### src/logic/reset_seq_pkg.sv
package reset_seq_pkg;

	// cycle count for ready qualification and reset pulse length
	typedef logic [15:0] len_t;

	// cycle count for the done timeout and the start-up delay
	// zero as a timeout value means wait forever
	typedef logic [31:0] timeout_t;

	// state of one sequencing step
	typedef enum logic [2:0] {
		st_idle,        // after power-on, until the chain starts
		st_wait_ready,  // qualifying the readiness input
		st_reset,       // peripheral reset asserted
		st_wait_done,   // waiting for the peripheral done
		st_done,
		st_error        // done never came within the timeout
	} step_state_t;

endpackage

### src/logic/status_pkg.sv
package status_pkg;

	// read data word returned for every command
	typedef logic [31:0] status_word_t;

	// read command opcodes
	typedef enum logic [2:0] {
		op_nop        = 3'd0,
		op_read_done  = 3'd1,  // done vector, one bit per step
		op_read_error = 3'd2,  // error vector, one bit per step
		op_read_count = 3'd3,  // completed sequences
		op_read_cause = 3'd4   // cause of the last start
	} status_op_t;

	// what started the last sequence
	typedef enum logic [1:0] {
		cause_none       = 2'd0,
		cause_poweron    = 2'd1,
		cause_hw_request = 2'd2,
		cause_link       = 2'd3
	} start_cause_t;

endpackage

### src/logic/board_reset_ctrl.sv
`timescale 1ns/100ps

module board_reset_ctrl import reset_seq_pkg::*, status_pkg::*; #(
	parameter int NSTEP = 4,
	parameter timeout_t STARTUP_DELAY = 32'd100,
	parameter len_t READY_LEN = 16'd10,
	parameter len_t RESET_LEN = 16'd10,
	parameter timeout_t TIMEOUT = 32'd0,
	parameter int LINK_STEP = 2
) (
	input  logic hw,
	input  logic poweronreset,
	input  logic supply_good,
	input  logic hw_reset_req,
	input  logic link_los,
	input  logic [NSTEP-1:0] step_done_in,
	input  logic cmd_valid,
	input  status_op_t cmd_op,
	output logic [NSTEP-1:0] step_reset,
	output logic all_done,
	output status_word_t rdata,
	output logic rvalid
);

	logic chain_start;
	logic link_restart;
	logic [NSTEP-1:0] step_go;
	logic [NSTEP-1:0] step_ready;
	logic [NSTEP-1:0] step_restart;
	logic [NSTEP-1:0] done;
	logic [NSTEP-1:0] error;
	logic [NSTEP-1:0] step_strobe;

	reset_request_gen #(
		.STARTUP_DELAY(STARTUP_DELAY)
	) i_request (
		.hw(hw),
		.poweronreset(poweronreset),
		.hw_reset_req(hw_reset_req),
		.link_los(link_los),
		.chain_start(chain_start),
		.link_restart(link_restart)
	);

	// step 0 starts on the chain start, every later one on its predecessor
	assign step_go = {step_strobe[NSTEP-2:0], chain_start};

	// a stale peripheral done is not trusted until its own step has finished
	assign step_ready = {step_done_in[NSTEP-2:0] & done[NSTEP-2:0], supply_good};

	genvar k;
	generate
		for (k = 0; k < NSTEP; k = k + 1) begin : gen_step
			assign step_restart[k] = chain_start | (link_restart & (k == LINK_STEP));

			reset_step #(
				.READY_LEN(READY_LEN),
				.RESET_LEN(RESET_LEN),
				.TIMEOUT(TIMEOUT)
			) i_step (
				.hw(hw),
				.poweronreset(poweronreset),
				.restart(step_restart[k]),
				.go(step_go[k]),
				.ready_in(step_ready[k]),
				.done_in(step_done_in[k]),
				.step_reset(step_reset[k]),
				.done(done[k]),
				.error(error[k]),
				.step_strobe(step_strobe[k])
			);
		end
	endgenerate

	status_regs #(
		.NSTEP(NSTEP)
	) i_status (
		.hw(hw),
		.poweronreset(poweronreset),
		.chain_start(chain_start),
		.link_restart(link_restart),
		.done(done),
		.error(error),
		.cmd_valid(cmd_valid),
		.cmd_op(cmd_op),
		.rdata(rdata),
		.rvalid(rvalid),
		.all_done(all_done)
	);

endmodule

### src/logic/reset_request_gen.sv
`timescale 1ns/100ps

module reset_request_gen import reset_seq_pkg::*; #(
	parameter timeout_t STARTUP_DELAY = 32'd100
) (
	input  logic hw,
	input  logic poweronreset,
	input  logic hw_reset_req,
	input  logic link_los,
	output logic chain_start,
	output logic link_restart
);

	// last count value before the start-up pulse
	localparam timeout_t STARTUP_LAST = (STARTUP_DELAY > 0) ? STARTUP_DELAY - 32'd1 : '0;

	timeout_t startup_cnt;
	logic startup_fired;  // start-up pulse only once per power-on
	logic startup_hit;

	// [0] and [1] are the synchronizer, [2] keeps the previous value
	logic [2:0] req_sync;
	logic [2:0] los_sync;
	logic req_rise;
	logic los_fall;

	assign startup_hit = ~startup_fired && (startup_cnt == STARTUP_LAST);
	assign req_rise = req_sync[1] & ~req_sync[2];
	assign los_fall = ~los_sync[1] & los_sync[2];  // optical link came back

	always_ff @(posedge hw) begin
		if (poweronreset) begin
			startup_cnt <= '0;
			startup_fired <= 1'b0;
		end else begin
			if (!startup_fired)
				startup_cnt <= startup_cnt + 32'd1;
			if (startup_hit)
				startup_fired <= 1'b1;
		end
	end

	always_ff @(posedge hw) begin
		if (poweronreset) begin
			req_sync <= '0;
			los_sync <= '0;
		end else begin
			req_sync <= {req_sync[1:0], hw_reset_req};
			los_sync <= {los_sync[1:0], link_los};
		end
	end

	// registered strobes, one cycle each
	always_ff @(posedge hw) begin
		if (poweronreset) begin
			chain_start <= 1'b0;
			link_restart <= 1'b0;
		end else begin
			chain_start <= startup_hit | req_rise;  // power-on and request share one start
			link_restart <= los_fall;
		end
	end

endmodule

### src/logic/reset_step.sv
`timescale 1ns/100ps

module reset_step import reset_seq_pkg::*; #(
	parameter len_t READY_LEN = 16'd10,
	parameter len_t RESET_LEN = 16'd10,
	parameter timeout_t TIMEOUT = 32'd0
) (
	input  logic hw,
	input  logic poweronreset,
	input  logic restart,
	input  logic go,
	input  logic ready_in,
	input  logic done_in,
	output logic step_reset,
	output logic done,
	output logic error,
	output logic step_strobe
);

	// terminal counts, a length of zero behaves like one
	localparam timeout_t READY_LAST = (READY_LEN > 0) ? timeout_t'(READY_LEN) - 32'd1 : '0;
	localparam timeout_t RESET_LAST = (RESET_LEN > 0) ? timeout_t'(RESET_LEN) - 32'd1 : '0;
	localparam timeout_t TIMEOUT_LAST = (TIMEOUT > 0) ? TIMEOUT - 32'd1 : '0;

	step_state_t state;
	timeout_t cnt;   // shared by ready, reset and timeout phases
	logic chained;   // run released by the previous step, so pass it on

	always_ff @(posedge hw) begin
		if (poweronreset) begin
			state <= st_idle;
			cnt <= '0;
			chained <= 1'b0;
			step_reset <= 1'b0;
			done <= 1'b0;
			error <= 1'b0;
			step_strobe <= 1'b0;
		end else begin
			step_strobe <= 1'b0;
			if (restart || go) begin
				// a rerun on its own does not start the steps behind it
				state <= st_wait_ready;
				cnt <= '0;
				chained <= go;
				step_reset <= 1'b0;
				done <= 1'b0;
				error <= 1'b0;
			end else begin
				case (state)
					st_wait_ready: begin
						if (!ready_in) begin
							cnt <= '0;  // any low cycle starts the count over
						end else if (cnt == READY_LAST) begin
							state <= st_reset;
							cnt <= '0;
							step_reset <= 1'b1;
						end else begin
							cnt <= cnt + 32'd1;
						end
					end
					st_reset: begin
						if (cnt == RESET_LAST) begin
							state <= st_wait_done;
							cnt <= '0;
							step_reset <= 1'b0;
						end else begin
							cnt <= cnt + 32'd1;
						end
					end
					st_wait_done: begin
						if (done_in) begin
							state <= st_done;
							done <= 1'b1;
							step_strobe <= chained;
						end else if (TIMEOUT != 0) begin
							if (cnt == TIMEOUT_LAST) begin
								state <= st_error;
								error <= 1'b1;
							end else begin
								cnt <= cnt + 32'd1;
							end
						end
					end
					default: begin
						// idle, done and error hold until the next start
						state <= state;
					end
				endcase
			end
		end
	end

endmodule

### src/logic/status_regs.sv
`timescale 1ns/100ps

module status_regs import status_pkg::*; #(
	parameter int NSTEP = 4
) (
	input  logic hw,
	input  logic poweronreset,
	input  logic chain_start,
	input  logic link_restart,
	input  logic [NSTEP-1:0] done,
	input  logic [NSTEP-1:0] error,
	input  logic cmd_valid,
	input  status_op_t cmd_op,
	output status_word_t rdata,
	output logic rvalid,
	output logic all_done
);

	start_cause_t last_cause;
	logic started;            // a chain start was seen since power-on
	status_word_t seq_count;  // rising edges of all_done
	logic all_set;
	status_word_t answer;

	assign all_set = &done;

	// read mux, zero extended to the word
	always_comb begin
		case (cmd_op)
			op_read_done: answer = status_word_t'(done);
			op_read_error: answer = status_word_t'(error);
			op_read_count: answer = seq_count;
			op_read_cause: answer = status_word_t'(last_cause);
			default: answer = '0;  // op_nop and unused codes
		endcase
	end

	always_ff @(posedge hw) begin
		if (poweronreset) begin
			last_cause <= cause_none;
			started <= 1'b0;
		end else begin
			if (chain_start) begin
				last_cause <= started ? cause_hw_request : cause_poweron;
				started <= 1'b1;
			end else if (link_restart) begin
				last_cause <= cause_link;
			end
		end
	end

	always_ff @(posedge hw) begin
		if (poweronreset) begin
			all_done <= 1'b0;
			seq_count <= '0;
		end else begin
			all_done <= all_set;
			if (all_set && !all_done)
				seq_count <= seq_count + 32'd1;  // counts with the all_done edge
		end
	end

	// answer exactly one cycle after the command
	always_ff @(posedge hw) begin
		if (poweronreset)
			rvalid <= 1'b0;
		else
			rvalid <= cmd_valid;
	end

	always_ff @(posedge hw) begin
		if (cmd_valid)
			rdata <= answer;
	end

endmodule
### config.mk
export PLATFORM = sky130hd
export DESIGN_NAME = board_reset_ctrl
export DESIGN_NICKNAME = d
export VERILOG_FILES = /design/src/logic/reset_seq_pkg.sv /design/src/logic/status_pkg.sv /design/src/logic/board_reset_ctrl.sv /design/src/logic/reset_request_gen.sv /design/src/logic/reset_step.sv /design/src/logic/status_regs.sv
export SDC_FILE = /design/constraint.sdc
export NUM_CORES = 1
export LEC_CHECK = 0
export ABC_AREA = 1
export ABC_CLOCK_PERIOD_IN_PS = 1900
export BUFFER_PORTS_ARGS = -buffer_cell sky130_fd_sc_hd__buf_2
export CAP_MARGIN = 20
export CORE_ASPECT_RATIO = 1.4
export CORE_MARGIN = 2
export CORE_UTILIZATION = 63
export DETAILED_ROUTE_END_ITERATION = 6
export GPL_ROUTABILITY_DRIVEN = 0
export GPL_TIMING_DRIVEN = 0
export PLACE_DENSITY = 0.81
export SYNTH_ARGS = -nofsm -noshare
export SYNTH_HDL_FRONTEND = slang
export SYNTH_SLANG_ARGS = --single-unit
### constraint.sdc
create_clock -name hw -period 1.9 [get_ports hw]
set_input_delay 0.38 -clock hw [delete_from_list [all_inputs] [get_ports hw]]
set_output_delay 0.38 -clock hw [all_outputs]
set_load 0.005 [all_outputs]
==> flow_summary.yaml <==
worst_setup_path:
  crit_path_cell_trace: "inv_1, ha_1, nand3_1, nor2_1, nand2_1, nor2_1, o21ai_4, nand2_2, buf_4, nor2_1"
  worst_setup_path_startpoint: "gen_step[3].i_step.cnt[1]$_SDFFE_PP0P_"
  arrival_ns: 2.27
  crit_path_max_fanout: 10
  cp-start-kind: "flop"
  r2r_start: "gen_step[3].i_step.cnt[1]$_SDFFE_PP0P_"
  combined_buffer_and_inverter_count_along_the_critical_path: 2
  critical_path.endpoint_type: "flop"
  required_ns: 2.36
  worst_path_max_delay_cell: "dfxtp_1"
  crit_type: "flop to flop"
  crit_top_cell: "nor2_1"
  worst_path_dominant_cell_family: "simple AND/OR/NAND/NOR gates"
  critPathMaxStageDelay_ns: 0.39
clocking:
  clock_sinks: 263
  tritoncts_buffer_count: 26
  clock_root_buffer: "clkbuf_16"
  clk-insertion-delay-late_ns: 0.55
  cts_tree: "done"
  cts.path.max_buffers: 3
  cts-htree-levels: 1
  clk_transition_reported_paths_ns: 0.06
logic_synthesis:
  number_of_flops_mapped_to_enable_cells_by_yosys: 32
  ys_types: 51
  post-synth-top-area-fraction_pct: 33.1
  synth_top_area_cell: "dfxtp_1"
  synth.ff_latch_count: 263
  synthesis.area_um2: 14000
  net_count_of_the_mapped_netlist: 2112
  yosys_warnings: 0
  synth_ff_type: "dfxtp_1"
  netlist_instances: 2089
  synth.area.top_cells: "dfxtp_1, nand2_1, nor2_1"
  synth_area_per_cell_um2: 6.70
  synth-async-reset-ratio_pct: 0
  synth.yosys.seq_area_share_pct: 39.9
sta:
  timing.max_slew.rel_slack_pct: 48.4
  finalWorstPathRequiredPeriod_ns: 1.81
  worst_slew_pin_slew_ns: 0.773
  timing.final.crit_share_pct: 95.1
  setup_ws_ns: 0.0925
  unrepaired_setup_endpoints_after_global_routing: "yes"
  maxSlewViolCount: 0
  final_hold_viol_count: 0
  setup_viol: 0
  final.setup_skew_ns: 0.0245
  max_freq_mhz: 553
pwr:
  power.density_cell_area_nw_per_um2: 755
  power.share.switching_pct: 23.3
  seq_power_share_pct: 48.7
  max-vdd-ir-drop_uv: 1250
  clock_power_share_pct: 45.2
  combinationalPowerShare_pct: 6.1
  net-switching-power_mw: 2.75
  internal-power_mw: 9.03
  cellLeakagePower_nw: 6.09
  power_mw: 11.8
global_routing:
  global_route.overflow_total: 0
  grt_pass1_wl_um: 57400
  grt_antenna_before_repair: 3
  grt.total_usage_pct: 29.5
  grt_max_degree: 34
  grt_pass1_vias: 12700
placement:
  dpl.hpwl_um: 25900
  standard_cell_area_after_detailed_placement_um2: 14600
  place.port_buffers: 49
  post-place-ws_ns: -0.00385
floorplan:
  fp-row-count: 64
  num_io_pins: 51
  fp.dieH_um: 180
  core-area_um2: 21900
  start_util_pct: 64.0
  fp.dieArea_um2: 23400
  horiz_die_dim_um: 130
min_path:
  timing.hold.worst.class: "primary input to flop"
  worst_hold_startpoint: "hw_reset_req"
layout:
  layout-area-overhead-vs-synth_pct: 11.6
  fin_nets: 2192
  final_area_um2: 15600
  drive_above_1_share_pct: 10.6
  mostFrequentLayoutCells: "nand2_1, nor2_1, inv_1, dfxtp_1, nand3_1"
  layout.cells.most_common: "nand2_1"
drt:
  dr.first_iter.drc_count: 825
  postRouteWirelength_um: 34400
  via_per_inst: 5.37
  drt_first_pass_iters: 7
  overall_via_count_from_detail_route: 13400
  final_antenna_net_count: 0
  route.detailed.drc: 0
  post_drt_wl_per_cell_um: 13.8
outcome:
  run_status: "finished clean"
flow_run:
  maxCapViolations: 0
-- per-layer routing --
layer  track usage (%)  part of all wire (%)
met1              33.0                    39
met2              52.4                    50
met3              6.71                   6.3
met4              13.6                   4.3
met5                 0                     0
-- repair_timing --
| action | 4_1_cts | 5_1_grt |
|---|---|---|
| pin swaps | 0 | 2 |
| gates resized for setup | 2 | 30 |
| hold buffers | 0 | 0 |
| setup buffers | 0 | 3 |
| endpoints found under the setup margin | 11 | 80 |
-- flip-flops by register name, summed over array words and instances, names as in the netlist, 4 cells and up --
register and count:
i_request.startup_cnt 32, gen_step.i_step.done 4, i_status.seq_count 32, gen_step.i_step.cnt 128
i_status.rdata 32, gen_step.i_step.state 12, gen_step.i_step.step_reset 4
-- per-stage QoR --
step | setup TNS (ns) | hold WS [ns] | utilization, % | instances
finish | 0 | 0.0409 | 71.4 | 2486
global placement | 0 | 0.394 | 66.8 | 2435
detailed placement | -0.00385 | 0.393 | 66.8 | 2435
floorplan | 0 | 0.388 | - | 2089
CTS | 0 | 0.0257 | 70.9 | 2482
global route | -1.34 | 0.0425 | 71.4 | 2486
-- cell type report --
type                            instances  area [µm²]
Multi-Input combinational cell       1484        7110
Fill cell                            1827        6240
Sequential cell                       263        5590
Inverter                              306        1150
Clock buffer                           36         738
Tap cell                              297         372
Timing Repair Buffer                   52         268
Buffer                                 36         236
Clock inverter                         11         144
Antenna cell                            1        2.50
-- cells by family after synthesis --
kind of cell               after synthesis  synth area share (%)
adders and majority gates               10                 0.894
DFF                                    263                  39.9
AOI/OAI and AO/OA                      167                  6.52
xor gates and xnor gates                37                  2.32
and+or+nand+nor                       1270                  40.5
buffers and inverters                  342                  9.88
-- cell usage after synthesis (5+ instances only) --
library cell,instances
a31oi_1,5
edfxtp_1,32
nand2_1,474
nor3_1,88
xor2_1,29
buf_6,7
a21oi_1,87
nor2_1,410
inv_2,8
nand4_1,47
nand3b_1,6
nor3_2,21
nor4_1,8
buf_2,8
buf_4,8
xnor2_1,8
dfxtp_1,231
o21ai_0,45
nor2_4,14
or2_2,5
nor3b_1,8
nand2_2,14
nor2_2,21
ha_1,10
o22ai_1,7
clkbuf_1,12
and3_1,7
o21ai_1,5
inv_1,294
nand3_1,137
-- final timing paths --
kind | endpoint | slack (ns) | depth (start not counted)
max | gen_step[3].i_step.cnt[29]$_SDFFE_PP0P_ | 0.09 | 10
min | i_request.req_sync[0]$_SDFF_PP0_ | 0.04 | 3
max reg2reg | gen_step[3].i_step.cnt[29]$_SDFFE_PP0P_ | 0.09 | 10
min reg2reg | i_request.req_sync[1]$_SDFF_PP0_ | 0.40 | 2
-- power groups by stage --
stage	registers [mW]	clock network, mW	logic, mW
floorplan	5.85	0	0.462
global placement	5.85	0	0.685
detailed placement	5.86	0	0.701
CTS	5.73	5.39	0.704
global route	5.74	5.65	0.791
finish	5.74	5.33	0.720
-- worst reg2reg max path: stages (launching register included) --
cell     delay, ns
dfxtp_1       0.39
inv_1         0.06
ha_1          0.18
nand3_1       0.08
nor2_1        0.04
nand2_1       0.09
nor2_1        0.09
o21ai_4       0.29
nand2_2       0.19
buf_4         0.23
nor2_1        0.11
No activity file was read; power rests on OpenSTA's default activity.
